**config.mk**
```make
export PLATFORM = sky130hd
export DESIGN_NAME = spi_master_top
export DESIGN_NICKNAME = d
export VERILOG_FILES = /design/src/logic/spi_pkg.sv /design/src/logic/spi_ctrl_if.sv /design/src/logic/spi_apb_regs.sv /design/src/logic/spi_baud_gen.sv /design/src/logic/spi_engine.sv /design/src/logic/spi_master_top.sv
export SDC_FILE = /design/constraint.sdc
export NUM_CORES = 1
export LEC_CHECK = 0
export ABC_AREA = 1
export BUFFER_PORTS_ARGS = -buffer_cell sky130_fd_sc_hd__buf_2
export CAP_MARGIN = 40
export CORE_UTILIZATION = 40
export CTS_CLUSTER_DIAMETER = 120
export DETAILED_ROUTE_END_ITERATION = 12
export SYNTH_ARGS = -nofsm -noshare
export SYNTH_HDL_FRONTEND = slang
export SYNTH_SLANG_ARGS = --single-unit
```
**constraint.sdc**
```tcl
create_clock -name wr -period 2.7 [get_ports wr]
set_input_delay 0.405 -clock wr [delete_from_list [all_inputs] [get_ports wr]]
set_output_delay 0.405 -clock wr [all_outputs]
set_load 0.1 [all_outputs]
```
**src/logic/spi_pkg.sv**
```systemverilog
/* Widths, word types, APB register map, register bit positions and
   the engine state encoding shared across the SPI master. */
package spi_pkg;

    ////////////////////////////////////////
    // Widths and types.
    ////////////////////////////////////////
    localparam int DATA_W = 8;               // Bits in one SPI word.

    typedef logic [DATA_W-1:0] word_t;       // Transmit or receive word.
    typedef logic [2:0]        presc_t;      // Setting p gives 2^(p+1) cycles per half-period.
    typedef logic [1:0]        spi_mode_t;   // Bit 1 is CPOL, bit 0 is CPHA.
    typedef logic [3:0]        apb_addr_t;   // APB byte address.
    typedef logic [31:0]       apb_data_t;   // APB data bus.

    ////////////////////////////////////////
    // APB register map.
    ////////////////////////////////////////
    localparam apb_addr_t ADDR_CTRL   = 4'h0;
    localparam apb_addr_t ADDR_TXDATA = 4'h4;
    localparam apb_addr_t ADDR_RXDATA = 4'h8;
    localparam apb_addr_t ADDR_STATUS = 4'hC;

    // CTRL fields.
    localparam int CTRL_MODE_LSB  = 0;       // Mode sits in bits 1:0.
    localparam int CTRL_LSBF_BIT  = 2;       // Set for LSB-first order.
    localparam int CTRL_PRESC_LSB = 3;       // Prescaler sits in bits 5:3.

    // STATUS fields.
    localparam int STAT_TX_EMPTY  = 0;
    localparam int STAT_BUSY      = 1;
    localparam int STAT_CHAR_RX   = 2;
    localparam int STAT_SEND_ERR  = 3;       // Write 1 here to clear the flag.

    // Engine FSM states.
    typedef enum logic {
        ENG_IDLE,
        ENG_BUSY
    } engine_state_e;

endpackage

```
**src/logic/spi_ctrl_if.sv**
```systemverilog
`timescale 1ns/1ns
/* Control bus between the APB register block and the SPI engine. */
interface spi_ctrl_if;
    import spi_pkg::*;

    // Driven by the register block.
    word_t     tx_word;      // Word waiting in the transmit buffer.
    logic      tx_full;      // High while tx_word has not been taken yet.
    spi_mode_t mode;         // CPOL and CPHA from CTRL.
    logic      lsbfirst;     // Bit order from CTRL.
    presc_t    presc;        // Prescaler select from CTRL.

    // Driven by the engine.
    logic      tx_take;      // One-cycle pulse as the engine copies tx_word.
    word_t     rx_word;      // Received word, valid while rx_done is high.
    logic      rx_done;      // One-cycle pulse at the end of a word.
    logic      busy;         // Engine is shifting a word.

    modport regs (
        output tx_word, tx_full, mode, lsbfirst, presc,
        input  tx_take, rx_word, rx_done, busy
    );

    // The prescaler goes to the baud generator, not to the engine.
    modport engine (
        input  tx_word, tx_full, mode, lsbfirst,
        output tx_take, rx_word, rx_done, busy
    );

endinterface

```
**src/logic/spi_apb_regs.sv**
```systemverilog
`timescale 1ns/1ns
/* APB slave with CTRL, the one-word transmit buffer, the receive
   buffer and the status flags. */
module spi_apb_regs (
    input  logic               wr,
    input  logic               rst,
    input  logic               psel,
    input  logic               penable,
    input  logic               pwrite,
    input  spi_pkg::apb_addr_t paddr,
    input  spi_pkg::apb_data_t pwdata,
    output spi_pkg::apb_data_t prdata,
    output logic               pready,
    output logic               pslverr,
    spi_ctrl_if.regs           ctrl
);
    import spi_pkg::*;

    logic  access;           // APB access cycle.
    logic  addr_ok;          // Offset is one of the four registers.
    logic  wr_acc;           // Write that takes effect this cycle.
    logic  rd_acc;           // Read that takes effect this cycle.
    logic  tx_accept;        // TXDATA write into an empty buffer.
    logic  tx_reject;        // TXDATA write into a full buffer.
    logic  err_clear;
    logic  rx_read;
    logic  char_received;
    logic  send_error;
    word_t rx_buf;

    ////////////////////////////////////////
    // Access decode.
    ////////////////////////////////////////
    assign access  = psel && penable;
    assign addr_ok = paddr inside {ADDR_CTRL, ADDR_TXDATA, ADDR_RXDATA, ADDR_STATUS};
    assign pready  = 1'b1;   // No wait states.
    // Unmapped offsets and writes to the read-only RXDATA are errors.
    assign pslverr = access && (!addr_ok || (pwrite && paddr == ADDR_RXDATA));

    assign wr_acc    = access && pwrite && !pslverr;
    assign rd_acc    = access && !pwrite && !pslverr;
    assign tx_accept = wr_acc && (paddr == ADDR_TXDATA) && !ctrl.tx_full;
    assign tx_reject = wr_acc && (paddr == ADDR_TXDATA) && ctrl.tx_full;
    assign err_clear = wr_acc && (paddr == ADDR_STATUS) && pwdata[STAT_SEND_ERR];
    assign rx_read   = rd_acc && (paddr == ADDR_RXDATA);

    // Read mux.
    always_comb begin
        prdata = '0;
        case (paddr)
            ADDR_CTRL: begin
                prdata[CTRL_MODE_LSB +: $bits(spi_mode_t)] = ctrl.mode;
                prdata[CTRL_LSBF_BIT]                      = ctrl.lsbfirst;
                prdata[CTRL_PRESC_LSB +: $bits(presc_t)]   = ctrl.presc;
            end
            ADDR_RXDATA: prdata[DATA_W-1:0] = rx_buf;
            ADDR_STATUS: begin
                prdata[STAT_TX_EMPTY] = !ctrl.tx_full;
                prdata[STAT_BUSY]     = ctrl.busy;
                prdata[STAT_CHAR_RX]  = char_received;
                prdata[STAT_SEND_ERR] = send_error;
            end
            default: prdata = '0;  // TXDATA reads back as zero.
        endcase
    end

    ////////////////////////////////////////
    // Configuration and flags.
    ////////////////////////////////////////
    always_ff @(posedge wr or posedge rst) begin
        if (rst) begin
            ctrl.mode     <= '0;
            ctrl.lsbfirst <= 1'b0;
            ctrl.presc    <= '0;
            ctrl.tx_full  <= 1'b0;
            char_received <= 1'b0;
            send_error    <= 1'b0;
        end else begin
            if (wr_acc && paddr == ADDR_CTRL) begin
                ctrl.mode     <= pwdata[CTRL_MODE_LSB +: $bits(spi_mode_t)];
                ctrl.lsbfirst <= pwdata[CTRL_LSBF_BIT];
                ctrl.presc    <= pwdata[CTRL_PRESC_LSB +: $bits(presc_t)];
            end
            // The engine only takes a full buffer, so these never collide.
            if (tx_accept) begin
                ctrl.tx_full <= 1'b1;
            end else if (ctrl.tx_take) begin
                ctrl.tx_full <= 1'b0;
            end
            if (tx_reject) begin
                send_error <= 1'b1;            // Sticky until the host clears it.
            end else if (err_clear) begin
                send_error <= 1'b0;
            end
            // A new word wins over a read in the same cycle.
            if (ctrl.rx_done) begin
                char_received <= 1'b1;
            end else if (rx_read) begin
                char_received <= 1'b0;
            end
        end
    end

    // Data buffers.
    always_ff @(posedge wr) begin
        if (tx_accept) begin
            ctrl.tx_word <= pwdata[DATA_W-1:0];
        end
        if (ctrl.rx_done) begin
            rx_buf <= ctrl.rx_word;            // Older word is simply overwritten.
        end
    end

    // An accepted word must never be reported as a send error.
    a_no_err_on_accept: assert property (@(posedge wr) disable iff (rst)
        tx_accept |=> !$rose(send_error));

endmodule

```
**src/logic/spi_baud_gen.sv**
```systemverilog
`timescale 1ns/1ns
/* Prescaler counter that marks the end of each sck half-period. */
module spi_baud_gen #(
    parameter int PRESC_W = 8
) (
    input  logic            wr,
    input  logic            rst,
    input  logic            run,
    input  spi_pkg::presc_t presc,
    output logic            tick
);
    import spi_pkg::*;

    presc_t             presc_q;   // Setting frozen for the whole word.
    logic [PRESC_W-1:0] cnt;
    logic [PRESC_W-1:0] term;      // Terminal count, 2^(p+1) - 1.

    assign term = PRESC_W'(8'hFF >> (3'd7 - presc_q));
    assign tick = (cnt == term);

    always_ff @(posedge wr or posedge rst) begin
        if (rst) begin
            cnt     <= '0;
            presc_q <= '0;
        end else if (!run) begin
            cnt     <= '0;
            presc_q <= presc;      // Last sample lands in the take cycle.
        end else if (tick) begin
            cnt <= '0;
        end else begin
            cnt <= cnt + 1'b1;
        end
    end

    // Run only drops on a tick edge, where the counter wraps to zero.
    a_no_tick_idle: assert property (@(posedge wr) disable iff (rst)
        !run |-> !tick);

endmodule

```
**src/logic/spi_engine.sv**
```systemverilog
`timescale 1ns/1ns
/* SPI transfer FSM with the shift registers, slave select and pin
   drive for all four modes in either bit order. */
module spi_engine (
    input  logic       wr,
    input  logic       rst,
    spi_ctrl_if.engine ctrl,
    output logic       run,
    input  logic       tick,
    output logic       sck,
    output logic       mosi,
    input  logic       miso,
    output logic       ss
);
    import spi_pkg::*;

    localparam int              HALF_N  = 2 * DATA_W;       // Half-periods per word.
    localparam int              HP_W    = $clog2(HALF_N);
    localparam logic [HP_W-1:0] HP_LAST = HP_W'(HALF_N - 1);

    engine_state_e   state;
    logic [HP_W-1:0] hp;           // Half-period index within the word.
    spi_mode_t       mode_q;       // Mode latched for the current word.
    logic            lsb_q;        // Bit order latched for the current word.
    logic            rx_done_q;
    word_t           tx_sh;        // Outgoing bits, the current one at the exit end.
    word_t           rx_sh;        // Incoming bits.
    logic            tx_bit;
    logic            sample_now;
    logic            shift_now;
    logic            word_end;

    ////////////////////////////////////////
    // Handshake and pin drive.
    ////////////////////////////////////////
    assign ctrl.tx_take = (state == ENG_IDLE) && ctrl.tx_full;
    assign ctrl.busy    = (state == ENG_BUSY);
    assign ctrl.rx_word = rx_sh;
    assign ctrl.rx_done = rx_done_q;
    assign run          = (state == ENG_BUSY);   // Baud counter runs only mid-word.

    assign tx_bit = lsb_q ? tx_sh[0] : tx_sh[DATA_W-1];
    assign mosi   = ss ? 1'b1 : tx_bit;          // Line idles high while deselected.
    // Deselected, sck follows the programmed CPOL so the slave sees the
    // right idle level before ss falls.
    assign sck    = ss ? ctrl.mode[1] : (mode_q[1] ^ hp[0]);

    // CPHA picks which half-period ends on the sampling edge.
    assign sample_now = tick && (hp[0] == mode_q[0]);
    // The first bit is loaded at take time, so the first and last
    // launch slots carry no shift.
    assign shift_now  = tick && (hp[0] != mode_q[0]) && (hp != '0) && (hp != HP_LAST);
    assign word_end   = tick && (hp == HP_LAST);

    ////////////////////////////////////////
    // Transfer FSM.
    ////////////////////////////////////////
    always_ff @(posedge wr or posedge rst) begin
        if (rst) begin
            state     <= ENG_IDLE;
            hp        <= '0;
            mode_q    <= '0;
            lsb_q     <= 1'b0;
            ss        <= 1'b1;
            rx_done_q <= 1'b0;
        end else begin
            rx_done_q <= 1'b0;                   // Single-cycle pulse.
            case (state)
                ENG_IDLE: begin
                    if (ctrl.tx_full) begin
                        state  <= ENG_BUSY;
                        hp     <= '0;
                        mode_q <= ctrl.mode;     // Later CTRL writes wait for the next word.
                        lsb_q  <= ctrl.lsbfirst;
                        ss     <= 1'b0;
                    end
                end
                ENG_BUSY: begin
                    if (tick) begin
                        hp <= hp + 1'b1;
                    end
                    if (word_end) begin
                        state     <= ENG_IDLE;
                        hp        <= '0;
                        rx_done_q <= 1'b1;       // rx_sh holds the full word next cycle.
                        ss        <= !ctrl.tx_full;  // Stay selected if another word waits.
                    end
                end
                default: state <= ENG_IDLE;
            endcase
        end
    end

    // Shift registers.
    always_ff @(posedge wr) begin
        if (ctrl.tx_take) begin
            tx_sh <= ctrl.tx_word;
        end else if (shift_now) begin
            if (lsb_q) begin
                tx_sh <= {1'b1, tx_sh[DATA_W-1:1]};
            end else begin
                tx_sh <= {tx_sh[DATA_W-2:0], 1'b1};
            end
        end
        if (sample_now) begin
            if (lsb_q) begin
                rx_sh <= {miso, rx_sh[DATA_W-1:1]};  // First bit ends up in bit 0.
            end else begin
                rx_sh <= {rx_sh[DATA_W-2:0], miso};
            end
        end
    end

    a_ss_low_busy: assert property (@(posedge wr) disable iff (rst)
        (state == ENG_BUSY) |-> !ss);

    // A take needs a full buffer, and the register block empties it next edge.
    a_take_full: assert property (@(posedge wr) disable iff (rst)
        ctrl.tx_take |-> ctrl.tx_full ##1 !ctrl.tx_full);

endmodule

```
**src/logic/spi_master_top.sv**
```systemverilog
`timescale 1ns/1ns
/* SPI master top level with plain APB and SPI pins. */
module spi_master_top #(
    parameter int PRESC_W = 8                // Width of the baud prescaler counter.
) (
    input  logic               wr,
    input  logic               rst,
    // APB slave.
    input  logic               psel,
    input  logic               penable,
    input  logic               pwrite,
    input  spi_pkg::apb_addr_t paddr,
    input  spi_pkg::apb_data_t pwdata,
    output spi_pkg::apb_data_t prdata,
    output logic               pready,
    output logic               pslverr,
    // SPI pins.
    output logic               sck,
    output logic               mosi,
    input  logic               miso,
    output logic               ss
);

    logic run;                               // Engine is mid-word.
    logic tick;                              // End of an sck half-period.

    spi_ctrl_if ctrl_bus ();

    // Host side.
    spi_apb_regs u_regs (
        .wr      (wr),
        .rst     (rst),
        .psel    (psel),
        .penable (penable),
        .pwrite  (pwrite),
        .paddr   (paddr),
        .pwdata  (pwdata),
        .prdata  (prdata),
        .pready  (pready),
        .pslverr (pslverr),
        .ctrl    (ctrl_bus.regs)
    );

    // Line side.
    spi_engine u_engine (
        .wr   (wr),
        .rst  (rst),
        .ctrl (ctrl_bus.engine),
        .run  (run),
        .tick (tick),
        .sck  (sck),
        .mosi (mosi),
        .miso (miso),
        .ss   (ss)
    );

    spi_baud_gen #(
        .PRESC_W (PRESC_W)
    ) u_baud (
        .wr    (wr),
        .rst   (rst),
        .run   (run),
        .presc (ctrl_bus.presc),
        .tick  (tick)
    );

endmodule

```
==> metrics.txt, run 1 <==
largest area contributor in the synthesized netlist edfxtp_1; unrepaired setup endpoints after global routing false; total of max-cap violations 0; proportion of synthesized chip area in sequential cells 53.9%; class of the worst hold path input pin to async pin; Fin. Hold Viols 0; static leakage power 1.66 nW; core region area 7690 um^2; grt total ovfl 0; achievable clock frequency 0.424 GHz; Data required, critical path 2300 ps; global routing usage on met1 21.1%; clock transition at the registers of the reported paths 60 ps; height of the die 91.2 um; length in cells of the worst reg-to-reg path 5; ys flop type edfxtp_1; cells resized by post-CTS repair 0; final count of pins violating max slew 0; Synth warnings 0; hold buffers post-CTS 0; detailed placer's ending HPWL 4250 um; Worst Path Max Fanout 11; average via count per standard cell 4.65; met2 track demand over resource in global routing 24.8%; largest net degree at the start of global routing 31; initial cell density of the core 41.4%; Startpoint Class flip-flop; average detailed-routed wire length per instance 12.0 um; synthesis-stage register bit count 62; post-synthesis to final-layout area growth 11.5%; critical path's largest stage delay 530 ps; Antenna diodes 0; met3 Use GR 2.76%; worst reg2reg path startpoint u_engine.ctrl.busy; result of the run completed; final critical-path setup slack 339 ps; area fraction of the dominant cell type after synthesis 30.2%; clock tree buffer depth 2; setup TNS 0 ps; width of the die 91.2 um; Total Wirelength 5790 um; combined global-route utilization of all metal layers 15.9%; DRT iter0 DRCs 84; Critical Setup Path Class flip-flop to output port; First-pass DRT Iterations 4; # clock sinks 62; dominant cell by count in the synthesized netlist nand2_1; count of nets after finishing 419; number of distinct library cells after synthesis 35; row count 32; critical path data arrival time 1960 ps; layout cells sized above 1 20.3%; setup slack at placement 565 ps; share of synthesized registers carrying an async set or reset 48.4%; cells taking the most area after synthesis edfxtp_1 (30%), dfrtp_1 (23%), nand2_1 (8.4%); routability-driven placement congestion ratio 0.756; Worst IR Drop VDD 0.296 mV; Cell Count, Final, Fillers Out 481; Root Buffer Master clkbuf_8; Power Total 2.03 mW; TritonCTS buffer count 9; Clk Latency, worst-skew pair 340 ps; number of instances in the placed design 465; clock tree from TritonCTS done; ports placed on the boundary 79; cell count after synthesis 338; fin crit share 87.5%; PortBufs 29; post-synthesis cell area 3180 um^2; Critical R2R Capture u_engine.tx_sh[1]; die area 8310 um^2; Tmin final 2360 ps; number of vias in the routed layout 2237; H-tree depth reported by CTS 3; worst reg-to-reg setup slack 820 ps; number of global-route vias before repair 2150; most frequent cells after synthesis nand2_1 (71), inv_1 (38), edfxtp_1 (32); synthesized area per cell 9.41 um^2; Fin Clk Skew 6.89 ps; Antenna Nets Post-Route 0; count of buffers added by post-CTS timing repair for setup 0; worst-path cell chain inv_1 > o221ai_1 > buf_2; slowest cell on the critical path dfrtp_1; setup violators final 0; kind of end point of the critical path output port; DRC violations left 0; count of flip-flops with a built-in enable after synthesis 32; power per unit of standard cell area 573 nW/um^2; layer with the highest usage after global routing met2; wire length of the first global-routing pass 10200 um; initial antenna violation count 0
==> area by class of cell <==
class	count	area [um^2]
Inverter	41	154
Timing Repair Buffer	36	213
Clock buffer	10	128
Clock inverter	6	52.6
Fill cell	759	4140
Multi-Input combinational cell	224	1160
Tap cell	102	128
Sequential cell	62	1710
==> state kept, by name (all words and copies together) (netlist names), 3 cells and up <==
signal / count
u_regs.ctrl.presc: 3
u_regs.rx_buf: 8
u_baud.presc_q: 3
u_baud.cnt: 8
u_engine.hp: 4
u_regs.ctrl.tx_word: 8
u_engine.ctrl.rx_word: 8
u_engine.tx_sh: 8
==> stage by stage <==
step           area, um^2  hold WS [ps]  utilization (%)
6_report             3550           136             46.1
5_1_grt              3550           185             46.1
4_1_cts              3550           140             46.1
3_5_place_dp         3370           436             43.8
3_3_place_gp         3370           436             43.8
2_1_floorplan        3270           426                -
==> critical path: cells and delay by family, from the launching register on <==
family          cells  cell delay (ps)
buf+inv             2              760
flops               1              530
compound gates      1              340
==> where the power goes <==
part	internal (mW)	switching, mW	leakage [nW]
clock network	0.415	0.345	0.0949
registers	1.00	0.00896	0.627
logic	0.0277	0.235	0.941
total	1.44	0.589	1.66
==> how the worst max path moves through the flow <==
stage	start	to	slack (ps)	depth (start not counted)
after floorplan	paddr[0]	prdata[0]	-350	5
after global placement	paddr[0]	prdata[2]	590	8
after detailed placement	paddr[1]	prdata[1]	570	8
after CTS	u_engine.ctrl.busy	prdata[1]	330	3
after global routing	u_engine.ctrl.busy	prdata[1]	210	3
final	u_engine.ctrl.busy	prdata[1]	340	3
==> per-layer routing <==
metal	share of wire [%]	up-vias	wire length [um]
met5	0	-	0
met4	2.4	0	139
met3	2.0	11	118
met2	48	37	2780
met1	47	1075	2740
li1	-	1114	-
==> cells in the final DEF (no fill, tap or decap), types with 5 or more instances in the layout <==
cell type and count:
xor2_1 6, nor2_1 28, nand3_1 17, nand2_1 71
edfxtp_1 32, o21ai_0 19, buf_2 28, nand2_2 5
buf_4 7, conb_1 25, clkbuf_8 9, dfrtp_1 29
inv_1 38
==> cells by family after synthesis <==
family / count (synthesis) / synth area share [%]
AO/OA/AOI/OAI: 42 / 8.03
XOR/XNOR: 10 / 2.75
flip-flops: 62 / 53.9
adder cells (fa/ha/maj): 3 / 1.18
other: 2 / 0.236
AND/OR/NAND/NOR: 144 / 21.5
buffers and inverters: 75 / 12.4
No activity file was read; power rests on OpenSTA's default activity.
==> inputs of run 2 (changes only) <==
Settings changed: CORE_ASPECT_RATIO from default to 0.75, CORE_UTILIZATION 40 to 45, PLACE_DENSITY from default to 0.69.
==> run 2 against run 1 <==
Effect of this change:
- critical path depth up 4
- cell count decreased by 4.0%
- clock skew up 4.5 ps
- hold slack gained 1.1 ps
- wire length decreased by 0.66%
- via count down 1.1%
- combinational power shrank 2%
- flip-flop and latch count unchanged
- count of clock-buffer cells in the layout up 1
==> metrics.txt, run 2 (synthesized netlist as in run 1, its figures left out) <==
global routing usage on met1 23.3%; initial cell density of the core 46.5%; setup violators final 0; Worst Path Max Fanout 5; die area 7410 um^2; power per unit of standard cell area 583 nW/um^2; final count of pins violating max slew 0; Data required, critical path 2300 ps; wire length of the first global-routing pass 9110 um; Antenna diodes 0; count of buffers added by post-CTS timing repair for setup 0; Fin. Hold Viols 0; clock tree buffer depth 2; kind of end point of the critical path output port; routability-driven placement congestion ratio 0.815; number of vias in the routed layout 2212; Cell Count, Final, Fillers Out 462; DRC violations left 0; # clock sinks 62; crit-path leading delay family buffers and inverters; Critical path buffers and inverters 4; detailed placer's ending HPWL 4180 um; critical path data arrival time 1950 ps; class of the worst hold path input pin to async pin; initial antenna violation count 0; row count 26; fin crit share 87.2%; commonest cells after routing, fill and taps aside nand2_1 (71), inv_1 (38), edfxtp_1 (32); met2 track demand over resource in global routing 24.6%; Fin Clk Skew 11.4 ps; Total Wirelength 5750 um; Worst IR Drop VDD 0.340 mV; Tmin final 2350 ps; cells resized by post-CTS repair 0; Root Buffer Master clkbuf_8; length in cells of the worst reg-to-reg path 5; core region area 6830 um^2; number of global-route vias before repair 1873; area after detailed placement 3320 um^2; worst reg-to-reg setup slack 780 ps; First-pass DRT Iterations 4; commonest non-fill, non-tap cell in the layout nand2_1; static leakage power 1.65 nW; result of the run completed; grt total ovfl 0; average detailed-routed wire length per instance 12.4 um; number of instances in the placed design 446; met3 Use GR 4.27%; clock tree from TritonCTS done; total of max-cap violations 0; Critical Setup Path Class input pin to output port; DRT iter0 DRCs 135; achievable clock frequency 0.425 GHz; ports placed on the boundary 79; layout cells sized above 1 20.1%; unrepaired setup endpoints after global routing false; combined global-route utilization of all metal layers 16.4%; Critical R2R Capture u_engine.tx_sh[6]; post-synthesis to final-layout area growth 10.2%; Startpoint Class input pin; Slew @ Worst Pin 510 ps; width of the die 99.1 um; Finished Core Util 51.3%; Clk Latency, worst-skew pair 330 ps; worst reg2reg path startpoint u_engine.ctrl.busy; Antenna Nets Post-Route 0; hold buffers post-CTS 0; PortBufs 29; average via count per standard cell 4.79; TritonCTS buffer count 9; worst-path cell chain buf_2 > inv_1 > nand2_2 > nor3_1 > inv_1 > o221ai_1 > buf_2; layer with the highest usage after global routing met2; slowest cell on the critical path buf_2; largest net degree at the start of global routing 31; H-tree depth reported by CTS 3; max-slew headroom at the worst pin 66.0%; final design instance area without fill 3500 um^2; clock transition at the registers of the reported paths 70 ps; height of the die 74.8 um; count of nets after finishing 418; critical path's largest stage delay 470 ps
run 2: cell count changes in the layout (fill, tap and decap cells not counted):
cell,before,now
clkbuf_1,1,2
buf_12,1,0
clkinvlp_4,0,1
clkinv_1,2,1
buf_2,28,29
buf_4,7,6
clkinv_2,3,2
run 2: worst reg2reg max path, stage by stage (launching register included):
cell,delay [ps]
dfrtp_1,490
inv_1,340
nand2_1,290
buf_4,250
o21ai_0,80
buf_4,200
run 2: worst max-delay path by stage:
stage / startpoint / to / slack, ps / depth (start not counted)
after global routing: paddr[1] / prdata[2] / 220 / 7
after floorplan: paddr[0] / prdata[0] / -350 / 5
after CTS: paddr[1] / prdata[2] / 370 / 7
after global placement: paddr[0] / prdata[2] / 400 / 7
after detailed placement: paddr[1] / prdata[2] / 380 / 7
final: paddr[1] / prdata[1] / 350 / 7
run 2: per-layer routing:
layer | vias to the layer above | wire [um]
li1 | 1113 | -
met1 | 1040 | 2940
met2 | 50 | 2470
met3 | 9 | 264
met4 | 0 | 70
met5 | - | 0
run 2: power by group:
group	switching, mW	internal (mW)	total, mW
Clock	0.355	0.421	0.775
Sequential	0.00941	1.00	1.01
Combinational	0.234	0.0245	0.258
Total	0.598	1.45	2.04
run 2: area by class of cell:
cell class / count / area, um^2
inverters: 41 / 154
flip-flops and latches: 62 / 1710
well taps: 84 / 105
repair buffers: 35 / 190
multi-input cells: 224 / 1160
clock buffers: 11 / 131
clock inverters: 5 / 51.3
fillers: 628 / 3330
run 2: stage by stage:
stage / worst slack (ps) / power (mW) / TNS, ps / hold WS [ps]
2_1_floorplan: -346 / 1.28 / -1330 / 426
3_3_place_gp: 395 / 1.29 / 0 / 436
3_5_place_dp: 380 / 1.29 / 0 / 445
4_1_cts: 372 / 2.06 / 0 / 153
5_1_grt: 224 / 2.11 / 0 / 201
6_report: 346 / 2.04 / 0 / 137
